$ cat src/soc_pkg.sv
// Shared address map, bus widths and external memory timing
// Latencies count clock cycles, so they must be retuned with the clock
// Block RAM and GPIO are decoded on the page field, memories on the region field
package soc_pkg;

	// Wishbone bus
	localparam int WB_AW   = 32;
	localparam int WB_DW   = 32;
	localparam int WB_SELW = 4;

	// Shared external memory pins
	localparam int MEM_AW = 26;
	localparam int MEM_DW = 16;

	// Address map
	localparam int REGION_W = 3;
	localparam int PAGE_W   = 15;
	localparam logic [REGION_W-1:0] REGION_SRAM  = 3'd4;
	localparam logic [REGION_W-1:0] REGION_FLASH = 3'd5;
	localparam logic [PAGE_W-1:0]   PAGE_BRAM    = 15'h0000;
	localparam logic [PAGE_W-1:0]   PAGE_GPIO    = 15'h7002;

	// Device address widths, PSRAM and flash in half-words
	localparam int SRAM_AW  = 23;
	localparam int FLASH_AW = 24;
	localparam int BRAM_AW  = 12;

	// Strobe hold time per half-word access
	localparam int SRAM_LATENCY  = 5;
	localparam int FLASH_LATENCY = 7;
	// Counter width, sized for the slower device
	localparam int LAT_W = $clog2(FLASH_LATENCY);

	// Same bus address, seen as region or as page
	typedef union packed {
		struct packed {
			logic [REGION_W-1:0]       region;
			logic [WB_AW-REGION_W-1:0] offset;
		} rgn;
		struct packed {
			logic [PAGE_W-1:0]       page;
			logic [WB_AW-PAGE_W-1:0] offset;
		} pg;
	} wb_addr_t;

	typedef enum logic [2:0] {
		SLV_NONE,
		SLV_SRAM,
		SLV_FLASH,
		SLV_BRAM,
		SLV_GPIO
	} slave_e;

endpackage

$ cat src/wb_conbus.sv
// Two-master Wishbone fabric for four slaves
// Data master wins a tie; the grant stays until the owner drops cyc
// The losing master gets no response at all while it waits
// Unmapped addresses get a registered err and strobe no slave
module wb_conbus import soc_pkg::*; (
	input  logic                clk,
	input  logic                rst_i,
	// Instruction master
	input  logic [WB_AW-1:0]    i_adr_i,
	input  logic [WB_DW-1:0]    i_dat_w_i,
	input  logic [WB_SELW-1:0]  i_sel_i,
	input  logic                i_we_i, i_cyc_i, i_stb_i,
	output logic [WB_DW-1:0]    i_dat_r_o,
	output logic                i_ack_o, i_err_o,
	// Data master
	input  logic [WB_AW-1:0]    d_adr_i,
	input  logic [WB_DW-1:0]    d_dat_w_i,
	input  logic [WB_SELW-1:0]  d_sel_i,
	input  logic                d_we_i, d_cyc_i, d_stb_i,
	output logic [WB_DW-1:0]    d_dat_r_o,
	output logic                d_ack_o, d_err_o,
	// Shared slave request
	output wb_addr_t            adr_o,
	output logic [WB_DW-1:0]    dat_o,
	output logic [WB_SELW-1:0]  sel_o,
	output logic                we_o, cyc_o,
	output logic                sram_stb_o, flash_stb_o, bram_stb_o, gpio_stb_o,
	// Slave responses
	input  logic [WB_DW-1:0]    sram_dat_i, flash_dat_i, bram_dat_i, gpio_dat_i,
	input  logic                sram_ack_i, flash_ack_i, bram_ack_i, gpio_ack_i
);

	logic                busy;
	logic                gnt_d;
	logic                err_q;
	wb_addr_t            m_adr;
	logic [WB_DW-1:0]    m_dat;
	logic [WB_SELW-1:0]  m_sel;
	logic                m_we, m_cyc, m_stb;
	logic                req;
	slave_e              slv;
	logic [WB_DW-1:0]    s_dat;
	logic                s_ack;

	//--------------------------------------------------------------------------
	// Arbiter
	//--------------------------------------------------------------------------
	always_ff @(posedge clk) begin
		if (rst_i) begin
			busy  <= 1'b0;
			gnt_d <= 1'b0;
		end else if (!busy) begin
			// Free bus, data master has priority
			if (d_cyc_i || i_cyc_i) begin
				busy  <= 1'b1;
				gnt_d <= d_cyc_i;
			end
		end else if (!m_cyc) begin
			busy <= 1'b0;
		end
	end

	// Granted master onto the shared request
	always_comb begin
		if (gnt_d) begin
			m_adr = d_adr_i;
			m_dat = d_dat_w_i;
			m_sel = d_sel_i;
			m_we  = d_we_i;
			m_cyc = d_cyc_i;
			m_stb = d_stb_i;
		end else begin
			m_adr = i_adr_i;
			m_dat = i_dat_w_i;
			m_sel = i_sel_i;
			m_we  = i_we_i;
			m_cyc = i_cyc_i;
			m_stb = i_stb_i;
		end
	end

	assign req   = busy & m_cyc & m_stb;
	assign adr_o = m_adr;
	assign dat_o = m_dat;
	assign sel_o = m_sel;
	assign we_o  = m_we;
	assign cyc_o = busy & m_cyc;

	//--------------------------------------------------------------------------
	// Address decoder
	//--------------------------------------------------------------------------
	// Large regions first, then the small pages
	always_comb begin
		slv = SLV_NONE;
		if (m_adr.rgn.region == REGION_SRAM)
			slv = SLV_SRAM;
		else if (m_adr.rgn.region == REGION_FLASH)
			slv = SLV_FLASH;
		else if (m_adr.pg.page == PAGE_BRAM)
			slv = SLV_BRAM;
		else if (m_adr.pg.page == PAGE_GPIO)
			slv = SLV_GPIO;
	end

	assign sram_stb_o  = req & (slv == SLV_SRAM);
	assign flash_stb_o = req & (slv == SLV_FLASH);
	assign bram_stb_o  = req & (slv == SLV_BRAM);
	assign gpio_stb_o  = req & (slv == SLV_GPIO);

	// Unmapped, one err pulse per request
	always_ff @(posedge clk) begin
		if (rst_i)
			err_q <= 1'b0;
		else
			err_q <= req && (slv == SLV_NONE) && !err_q;
	end

	//--------------------------------------------------------------------------
	// Return path
	//--------------------------------------------------------------------------
	always_comb begin
		case (slv)
			SLV_SRAM: begin
				s_dat = sram_dat_i;
				s_ack = sram_ack_i;
			end
			SLV_FLASH: begin
				s_dat = flash_dat_i;
				s_ack = flash_ack_i;
			end
			SLV_BRAM: begin
				s_dat = bram_dat_i;
				s_ack = bram_ack_i;
			end
			SLV_GPIO: begin
				s_dat = gpio_dat_i;
				s_ack = gpio_ack_i;
			end
			default: begin
				s_dat = '0;
				s_ack = 1'b0;
			end
		endcase
	end

	// Only the owner of the grant sees a response
	assign d_ack_o   = busy & gnt_d & s_ack;
	assign i_ack_o   = busy & ~gnt_d & s_ack;
	assign d_err_o   = busy & gnt_d & err_q;
	assign i_err_o   = busy & ~gnt_d & err_q;
	assign d_dat_r_o = gnt_d ? s_dat : '0;
	assign i_dat_r_o = gnt_d ? '0 : s_dat;

endmodule

$ cat config.mk
export PLATFORM = sky130hd
export DESIGN_NAME = wb_conbus
export DESIGN_NICKNAME = d
export VERILOG_FILES = /design/src/soc_pkg.sv /design/src/wb_conbus.sv
export SDC_FILE = /design/constraint.sdc
export NUM_CORES = 1
export LEC_CHECK = 0
export BUFFER_PORTS_ARGS = -buffer_cell sky130_fd_sc_hd__buf_2
export CAP_MARGIN = 20
export CELL_PAD_IN_SITES_DETAIL_PLACEMENT = 0
export CELL_PAD_IN_SITES_GLOBAL_PLACEMENT = 1
export CORE_AREA = 2 2 162 164
export CTS_CLUSTER_SIZE = 25
export DETAILED_ROUTE_END_ITERATION = 8
export DIE_AREA = 0 0 164 166
export GPL_TIMING_DRIVEN = 0
export PLACE_DENSITY_LB_ADDON = 0.3
export SYNTH_ARGS = -nofsm -noshare
export SYNTH_HDL_FRONTEND = slang
export SYNTH_SLANG_ARGS = --single-unit
$ cat constraint.sdc
create_clock -name clk -period 2.65 [get_ports clk]
set_input_delay 0.3975 -clock clk [delete_from_list [all_inputs] [get_ports clk]]
set_output_delay 0.3975 -clock clk [all_outputs]
set_load 0.01 [all_outputs]
==> results of run 1 <==
stage by stage:
stage / cell area [µm²] / power [W]
final: 6290 / 0.00134
after global routing: 6290 / 0.00143
after global placement: 5330 / 0.000977
after detailed placement: 5340 / 0.000979
after floorplan: 2830 / 0.000513
after CTS: 5910 / 0.00131
timing repair:
action | in CTS | in global routing
pin swaps | 35 | 7
cloned | 3 | 2
endpoints found under the setup margin | 134 | 78
buffers inserted | 11 | 3
gates resized for setup | 90 | 56
state kept, by name (all words and copies together) (netlist names):
register and count:
gnt_d 1, err_q 1, busy 1
power by group:
part	internal, W	switching (W)	leakage (nW)
clock network	0.000199	0.0000432	0.0382
registers	0.0000483	0.00000375	0.0254
logic	0.000514	0.000530	3.06
worst paths after layout:
check | from | endpoint | slack, ps | depth (start not counted)
worst min register to register | err_q$_SDFF_PP0_ | err_q$_SDFF_PP0_ | 440 | 1
worst max-delay path | gnt_d$_SDFFE_PP0P_ | d_dat_r_o[6] | -200 | 9
worst min-delay path | rst_i | err_q$_SDFF_PP0_ | 390 | 2
worst max register to register | gnt_d$_SDFFE_PP0P_ | err_q$_SDFF_PP0_ | 660 | 8
per-layer routing:
layer	up-vias	wire length (µm)
li1	2408	-
met1	2314	8760
met2	245	12200
met3	25	1580
met4	2	427
met5	-	13
layout by cell type (no fill, tap or decap), types with 3 or more instances in the layout:
cell type and count:
mux2_2 66, clkbuf_4 3, buf_4 18, nor2_2 3, diode_2 9, a21oi_1 36, clkbuf_16 5, a211oi_2 23
buf_6 6, a211oi_1 8, buf_2 419, nor2_1 64, nand2_1 66, nor4_1 5, nand3_2 3, clkbuf_1 7
inv_1 34, buf_12 6, a311oi_2 11, clkbuf_2 16, a311oi_4 21
final cells by class:
class	count	area, µm²	share of cell area, %
clock buffer	4	78.8	1.25
timing repair buffer	437	2310	36.8
tap	335	419	6.66
multi-input combinational	342	2950	46.9
inverter	35	131	2.09
antenna	9	22.5	0.358
buffer	41	310	4.93
sequential	3	63.8	1.01
logic make-up (layout without fill, tap and decap cells):
family,count (synthesis),count (layout),share of synthesized area (%)
compound gates,111,111,34.3
buf+inv,77,517,11.4
flops,3,3,2.13
mux,72,72,28.7
other cells,0,9,0
simple gates,159,159,23.5
==> flow_summary.toml, run 1 <==
[outcome]
status = "complete, but fails checks"
violations = "setup timing"

[clocking]
clk_pin_slew_worst_paths_ps = 30
clock-sinks = 3
cts_tree = "done"
clk_latency_ps = 230
cts_hold_buf = 0
cts_buffer_depth = 2
htree_levels = 1
cts_buffers = 3
ctsRootBufferMaster = "clkbuf_16"

[worst_setup_path]
cp-start-kind = "register"
crit_fanout = 10
cp-end-kind = "primary output"
worstPathArrival_ps = 2450
path_cells = "buf_12 -> mux2_4 -> a211o_4 -> a21o_1 -> buf_12 -> buf_12 -> a311oi_2 -> nor2_1 -> buf_2"
cp.required_ps = 2250
slowest_stage = "dfxtp_4"
path_class = "register to primary output"
cpMostUsedCell = "buf_12"
cp_slowest_stage_delay_ps = 390
cpLargestDelayFamily = "compound AO/OA/AOI/OAI gates"
critPathBufInv = 4

[synthesis]
synth-seq-cells = 3
netlist_area_mm2 = 0.00283
synth.most_common_cell = "nor2_1"
synth-main-ff-cell = "dfxtp_1"
synth_cells = 422
synth_largest_area_cell = "mux2_2"
ys_seq_area_share_pct = 2.13
synthArstFlopShare_pct = 0
synth_top_area_share_pct = 26.7
synth_cell_types = 37
syn-num-nets = 698
synth_commonest_cells = "nor2_1 (68), mux2_2 (67), nand2_1 (66)"
synth.area.top_cells = "mux2_2 (27%), a311oi_2 (15%), nor2_1 (9.0%), a211oi_1 (8.8%), nand2_1 (8.8%)"
yosysWarnings = 0
synth_edf_count = 0
syn_area_per_cell_um2 = 6.69

[global_routing]
antenna_found_initial = 13
gr-usage-all-layers_pct = 15.6
gr-max-usage-layer = "met2"
grt-ovfl-total = 0
gr-usage-met1_pct = 17.1
grtUsageMet2_pct = 29.3
grt_pass1_vias = 5077
met3_usage_pct = 2.77
grt_max_degree = 11
grt_pass1_wl_um = 31500

[detailed_routing]
ant_nets = 0
first_iter_violations = 189
wl_per_cell_um = 19.1
drt-pass1-iter-count = 6
totalWireLength_um = 23000
drc = 0
dr_total_vias = 4994
via_per_inst = 4.14

[timing]
drv_slew = 0
hold_viol = 0
fin_crit_ps = 2850
fmax_ghz = 0.351
finClkSkew_ps = 0.569
rsz0062_at_grt = "yes"
tns_ps = -10020
whs_ps = 385
setup_violations = 66
relSlewSlack_pct = 58.8
timing.final.crit_share_pct = 107
tightestPinTransition_ps = 618
setup_ws_ps = -197

[finish]
drive_above_1_share_pct = 71.8
finish.net_count = 1139
fillers = 2915
syn2layout_area_growth_pct = 123
final_util_pct = 24.6
instances_no_fill = 1206

[job]
maxCapViolCount = 0

[floorplanning]
num_rows = 59
core_region_area_mm2 = 0.0256
num_io_pins = 418
chipHeight_um = 166
die_area_mm2 = 0.0272
dieWidth_um = 164
initial_core_util_pct = 11.0

[power]
worst_ir_drop_vdd_mv = 0.141
power_density_mw_per_mm2 = 213
leakage_nw = 3.12

[placed_design]
place_congestion = 0.800
place_ws_ps = -578
port_buffers = 417
place_hpwl_um = 19300
dp.cells = 1175

[hold_path]
hp-class = "input pin to register"
Power figures use the tool's default switching activity.
==> inputs of run 2 (changes only) <==
==> constraint.sdc (replaced) <==
create_clock -name clk -period 3.2 [get_ports clk]
set_input_delay 0.48 -clock clk [delete_from_list [all_inputs] [get_ports clk]]
set_output_delay 0.48 -clock clk [all_outputs]
set_load 0.01 [all_outputs]
==> run 2 against run 1 <==
  * The run now ends clean
  * Highest routed layer unchanged
  * Power fell by 24%
  * Core utilization fell by 2.8 points
  * First-iteration DRC count rose by 27%
  * Routed wire length decreased by 4.1%
  * Critical endpoint is now d_dat_r_o[25]
  * Sequential share of layout area is 0.086 points higher
==> flow_summary.toml, run 2 (synthesis gave the netlist of run 1 again) <==
[outcome]
status = "finished clean"

[global_routing]
grt-ovfl-total = 0
gr-usage-all-layers_pct = 15.1
grt_pass1_wl_um = 30600
gr-usage-met1_pct = 16.7
antenna_found_initial = 12
grt_max_degree = 11
grtUsageMet2_pct = 28.8
met3_usage_pct = 2.47
gr-max-usage-layer = "met2"
grt_pass1_vias = 4905

[job]
maxCapViolCount = 0

[worst_setup_path]
ff2ff_setup_slack_ps = 1070
setup.worst_path.end = "d_dat_r_o[25]"
worstPathArrival_ps = 2630
critPathBufInv = 4
crit_start = "gnt_d$_SDFFE_PP0P_"
crit_cells = 9
r2r_start = "gnt_d$_SDFFE_PP0P_"
rr_endpoint = "err_q$_SDFF_PP0_"
crit_fanout = 10
reg2reg_depth = 8
cp.required_ps = 2720
path_class = "register to primary output"
cp-end-kind = "primary output"
cpLargestDelayFamily = "compound AO/OA/AOI/OAI gates"
slowest_stage = "dfxtp_2"
cp_slowest_stage_delay_ps = 390
path_cells = "buf_8 -> mux2_4 -> a211o_4 -> a21o_1 -> buf_2 -> buf_6 -> a311oi_4 -> nor2_1 -> buf_2"
cpMostUsedCell = "buf_2"
cp-start-kind = "register"

[power]
worst_ir_drop_vdd_mv = 0.113
p_sw_share_pct = 43.3
clkPwrFrac_pct = 19.8
power_density_mw_per_mm2 = 182
p_switching_w = 0.000439
power_frac_comb_pct = 76.0
power.internal_w = 0.000576
leakage_nw = 2.89
seqPwrFrac_pct = 4.2

[floorplanning]
chipHeight_um = 166
die_area_mm2 = 0.0272
num_rows = 59
dieWidth_um = 164
core_region_area_mm2 = 0.0256
initial_core_util_pct = 11.0
num_io_pins = 418

[timing]
drv_slew = 0
timing.final.crit_share_pct = 97.1
relSlewSlack_pct = 51.0
hold_viol = 0
fmax_ghz = 0.322
fin_crit_ps = 3110
finClkSkew_ps = 0.285
tns_ps = 0
setup_violations = 0
tightestPinTransition_ps = 735

[finish]
fillers = 2980
syn2layout_area_growth_pct = 97.3
mostFrequentLayoutCells = "buf_2 (422), nor2_1 (68), mux2_2 (67)"
final_util_pct = 21.8
drive_above_1_share_pct = 64.8
final_common_cell = "buf_2"
instances_no_fill = 1192
reg_top3 = "busy (1), err_q (1), gnt_d (1)"
multi_input_area_mm2 = 0.00250
regArea_um2 = 61.3
finish.net_count = 1126

[detailed_routing]
ant_nets = 0
via_per_inst = 4.08
totalWireLength_um = 22000
dr_total_vias = 4865
wl_per_cell_um = 18.5
drt-pass1-iter-count = 4
first_iter_violations = 240
drc = 0

[placed_design]
dp.cells = 1175
place_congestion = 0.800
port_buffers = 417
place_hpwl_um = 19300

[hold_path]
hp-class = "register to register"

[clocking]
cts_buffer_depth = 2
clk_pin_slew_worst_paths_ps = 30
ctsRootBufferMaster = "clkbuf_16"
clk_latency_ps = 230
htree_levels = 1
cts_buffers = 3
clock-sinks = 3
cts_tree = "done"
[run 2: cell count changes in the layout (fill, tap and decap cells not counted), moves of 3 or more]
cell,delta
a211oi_1,+24
a211oi_2,-22
a311oi_2,+17
a311oi_4,-19
buf_12,-5
buf_2,+3
buf_4,-11
buf_6,-3
clkbuf_1,+19
clkbuf_2,-11
nor2_1,+4
nor2_2,-3
[run 2: area by class of cell]
| cell class | count | share of cell area [%] |
|---|---|---|
| Antenna cell | 8 | 0.359 |
| Buffer | 42 | 3.86 |
| Clock buffer | 4 | 1.41 |
| Inverter | 35 | 2.36 |
| Multi-Input combinational cell | 342 | 44.9 |
| Sequential cell | 3 | 1.10 |
| Tap cell | 335 | 7.52 |
| Timing Repair Buffer | 423 | 38.5 |
[run 2: metrics by stage]
step	hold slack [ps]	area (µm²)	total power, W	worst slack [ps]
floorplan	404	2830	0.000425	622
global placement	429	5330	0.000809	-879
detailed placement	427	5340	0.000810	-142
CTS	438	5480	0.00102	18.3
global route	467	5570	0.00109	-0.552
finish	439	5570	0.00102	93.7
[run 2: power by group through the flow]
| stage | Clock [W] | Combinational [W] | Sequential, W |
|---|---|---|---|
| after floorplan | 0 | 0.000383 | 0.0000419 |
| after global placement | 0 | 0.000767 | 0.0000426 |
| after detailed placement | 0 | 0.000768 | 0.0000425 |
| after CTS | 0.000202 | 0.000778 | 0.0000425 |
| after global routing | 0.000207 | 0.000837 | 0.0000431 |
| final | 0.000201 | 0.000772 | 0.0000428 |
[run 2: worst min-delay path by stage]
stage                      from          endpoint  depth (start not counted)
2_1_floorplan  err_q$_SDFF_PP0_  err_q$_SDFF_PP0_                          1
3_5_place_dp   err_q$_SDFF_PP0_  err_q$_SDFF_PP0_                          1
6_report       err_q$_SDFF_PP0_  err_q$_SDFF_PP0_                          1
4_1_cts        err_q$_SDFF_PP0_  err_q$_SDFF_PP0_                          1
3_3_place_gp   err_q$_SDFF_PP0_  err_q$_SDFF_PP0_                          1
5_1_grt                   rst_i  err_q$_SDFF_PP0_                          2
[run 2: what timing repair did]
action / CTS / global route
pin swaps: 2 / 0
buffers inserted: 2 / 3
resized for setup: 16 / 9
gates cloned: 0 / 0
endpoints found under the setup margin: 66 / 55
hold buffers: 0 / 0
[run 2: routing by layer]
metal  share of wire (%)  vias to the layer above
met5               0.059                        -
li1                    -                     2377
met2                  54                      229
met4                 1.5                        2
met1                  39                     2238
met3                 6.4                       19
==> inputs of run 3 (changes only) <==
--- a/config.mk
+++ b/config.mk
@@ -6,7 +6,6 @@
 export NUM_CORES = 1
 export LEC_CHECK = 0
 export BUFFER_PORTS_ARGS = -buffer_cell sky130_fd_sc_hd__buf_2
-export CAP_MARGIN = 20
 export CELL_PAD_IN_SITES_DETAIL_PLACEMENT = 0
 export CELL_PAD_IN_SITES_GLOBAL_PLACEMENT = 1
 export CORE_AREA = 2 2 162 164
@@ -15,6 +14,7 @@
 export DIE_AREA = 0 0 164 166
 export GPL_TIMING_DRIVEN = 0
 export PLACE_DENSITY_LB_ADDON = 0.3
+export REMOVE_ABC_BUFFERS = 1
 export SYNTH_ARGS = -nofsm -noshare
 export SYNTH_HDL_FRONTEND = slang
 export SYNTH_SLANG_ARGS = --single-unit
==> run 3 against run 2 <==
  * Worst setup slack improved by 37 ps
  * Flip-flop and latch count is the same
  * Core utilization increased by 0.61 points
  * Global-route usage down 0.23 points
  * Register-to-register slack better by 130 ps
  * Worst hold slack lost 8.5 ps
  * Clock power fell by 3%
  * Highest routed layer unchanged
  * Via count fell by 3.0%
  * Routed wire length shrank 0.37%
==> flow_summary.toml, run 3 (synthesis gave the netlist of run 1 again) <==
[global_routing]
grt-ovfl-total = 0
grt_pass1_vias = 4741
antenna_found_initial = 6
gr-usage-all-layers_pct = 14.9
grt_pass1_wl_um = 30200
grt_max_degree = 37

[detailed_routing]
first_iter_violations = 187
drc = 0
totalWireLength_um = 21900
wl_per_cell_um = 18.8
ant_nets = 0
dr_total_vias = 4721
via_per_inst = 4.05
drt-pass1-iter-count = 4

[floorplanning]
dieWidth_um = 164
chipHeight_um = 166
die_area_mm2 = 0.0272
initial_core_util_pct = 11.0
num_io_pins = 418
num_rows = 59
core_region_area_mm2 = 0.0256

[clocking]
cts_buffer_depth = 2
cts_tree = "done"
clk_latency_ps = 220
cts_buffers = 3
htree_levels = 1
clk_pin_slew_worst_paths_ps = 30
ctsRootBufferMaster = "clkbuf_16"
clock-sinks = 3

[power]
power_w = 0.00104
leakage_nw = 2.97
clkPwrFrac_pct = 18.7
power.internal_w = 0.000607
p_sw_share_pct = 41.9
power_density_mw_per_mm2 = 182
seqPwrFrac_pct = 4.5
worst_ir_drop_vdd_mv = 0.218
power_frac_comb_pct = 76.8
p_switching_w = 0.000437

[placed_design]
port_buffers = 417
place_hpwl_um = 17400
placed_area_mm2 = 0.00542
place_congestion = 0.811

[timing]
finClkSkew_ps = 2.43
relSlewSlack_pct = 65.9
setup_violations = 0
drv_slew = 0
fmax_ghz = 0.326
rsz0062_at_grt = "no"
fin_crit_ps = 3070
hold_viol = 0
timing.final.crit_share_pct = 95.9
tightestPinTransition_ps = 508

[worst_setup_path]
cp-start-kind = "register"
reg2reg_depth = 8
cp-end-kind = "primary output"
path_class = "register to primary output"
rr_endpoint = "err_q$_SDFF_PP0_"
cp.required_ps = 2720
crit_fanout = 9
ff2ff_setup_slack_ps = 1200
r2r_start = "gnt_d$_SDFFE_PP0P_"
worstPathArrival_ps = 2590

[finish]
fin_area_mm2 = 0.00573
drive_above_1_share_pct = 67.8
final_util_pct = 22.4
final_common_cell = "buf_2"
mostFrequentLayoutCells = "buf_2 (417), nor2_1 (68), mux2_2 (67)"
finish.net_count = 1106
reg_top3 = "busy (1), err_q (1), gnt_d (1)"
syn2layout_area_growth_pct = 103
multi_input_area_mm2 = 0.00256
fillers = 2971
regArea_um2 = 63.8

[hold_path]
hold_depth = 1
holdPathEnd = "err_q$_SDFF_PP0_"
hp-class = "register to register"
min-delay-start = "err_q$_SDFF_PP0_"

[job]
maxCapViolCount = 0

[outcome]
status = "finished clean"
-- run 3: changes by cell type in the layout (fill, tap and decap cells not counted), moves of 2 or more --
| cell | before | now |
|---|---|---|
| buf_2 | 422 | 417 |
| clkbuf_2 | 5 | 0 |
| buf_12 | 1 | 5 |
| buf_4 | 7 | 14 |
| buf_6 | 3 | 0 |
| diode_2 | 8 | 2 |
| a311oi_2 | 28 | 31 |
| clkbuf_1 | 26 | 1 |
| a311oi_4 | 2 | 0 |
| buf_16 | 0 | 3 |
| buf_8 | 1 | 4 |
-- run 3: metal layers --
layer	vias up	part of all wire (%)	track usage (%)
li1	2338	-	-
met1	2105	35	15.2
met2	241	54	29.6
met3	29	8.6	4.00
met4	8	2.0	3.09
met5	-	0.21	0
-- run 3: worst max path at each step --
| stage | cells past startpoint | end | from | slack [ps] |
|---|---|---|---|---|
| detailed placement | 8 | i_dat_r_o[2] | gnt_d$_SDFFE_PP0P_ | -760 |
| finish | 7 | d_dat_r_o[30] | gnt_d$_SDFFE_PP0P_ | 130 |
| CTS | 9 | d_dat_r_o[24] | gnt_d$_SDFFE_PP0P_ | -0.8 |
| floorplan | 4 | i_dat_r_o[0] | gnt_d$_SDFFE_PP0P_ | -3530 |
| global placement | 7 | i_dat_r_o[2] | gnt_d$_SDFFE_PP0P_ | -8460 |
| global route | 7 | i_dat_r_o[2] | gnt_d$_SDFFE_PP0P_ | 10 |
-- run 3: final cells by class --
class / instances / area share (%)
multi-input cells: 343 / 44.7
repair buffers: 444 / 43.1
well taps: 335 / 7.32
inverters: 35 / 2.34
clock buffers: 4 / 1.38
flip-flops and latches: 3 / 1.11
diodes: 2 / 0.0874
-- run 3: critical path, stage by stage (launching register included) --
cell      delay (ps)
dfxtp_4          430
or3b_4           460
a211o_4          410
buf_4            190
a211oi_1         460
a311oi_2         110
nor2_1           130
buf_2            170
-- run 3: power by group through the flow --
stage	Combinational, W	Clock (W)	Sequential [W]
final	0.000802	0.000195	0.0000469
after global placement	0.000739	0	0.0000705
after detailed placement	0.000765	0	0.0000532
after CTS	0.000817	0.000199	0.0000468
after global routing	0.000871	0.000205	0.0000478
after floorplan	0.000358	0	0.0000619
-- run 3: per-stage QoR --
stage / hold WS [ps] / setup TNS (ps) / setup WS, ps / instances
detailed placement: 425 / -37820 / -760 / 1143
global route: 452 / 0 / 11.7 / 1165
global placement: 423 / -599720 / -8460 / 1132
floorplan: 404 / -237980 / -3530 / 380
finish: 431 / 0 / 130 / 1166
CTS: 431 / -0.815 / -0.815 / 1161
-- run 3: timing repair --
item	in CTS	in global routing
setup endpoints to repair	67	35
resized for setup	9	1
pin swaps	2	2
hold buffers	0	0
buffers inserted	12	3
gates cloned	2	0
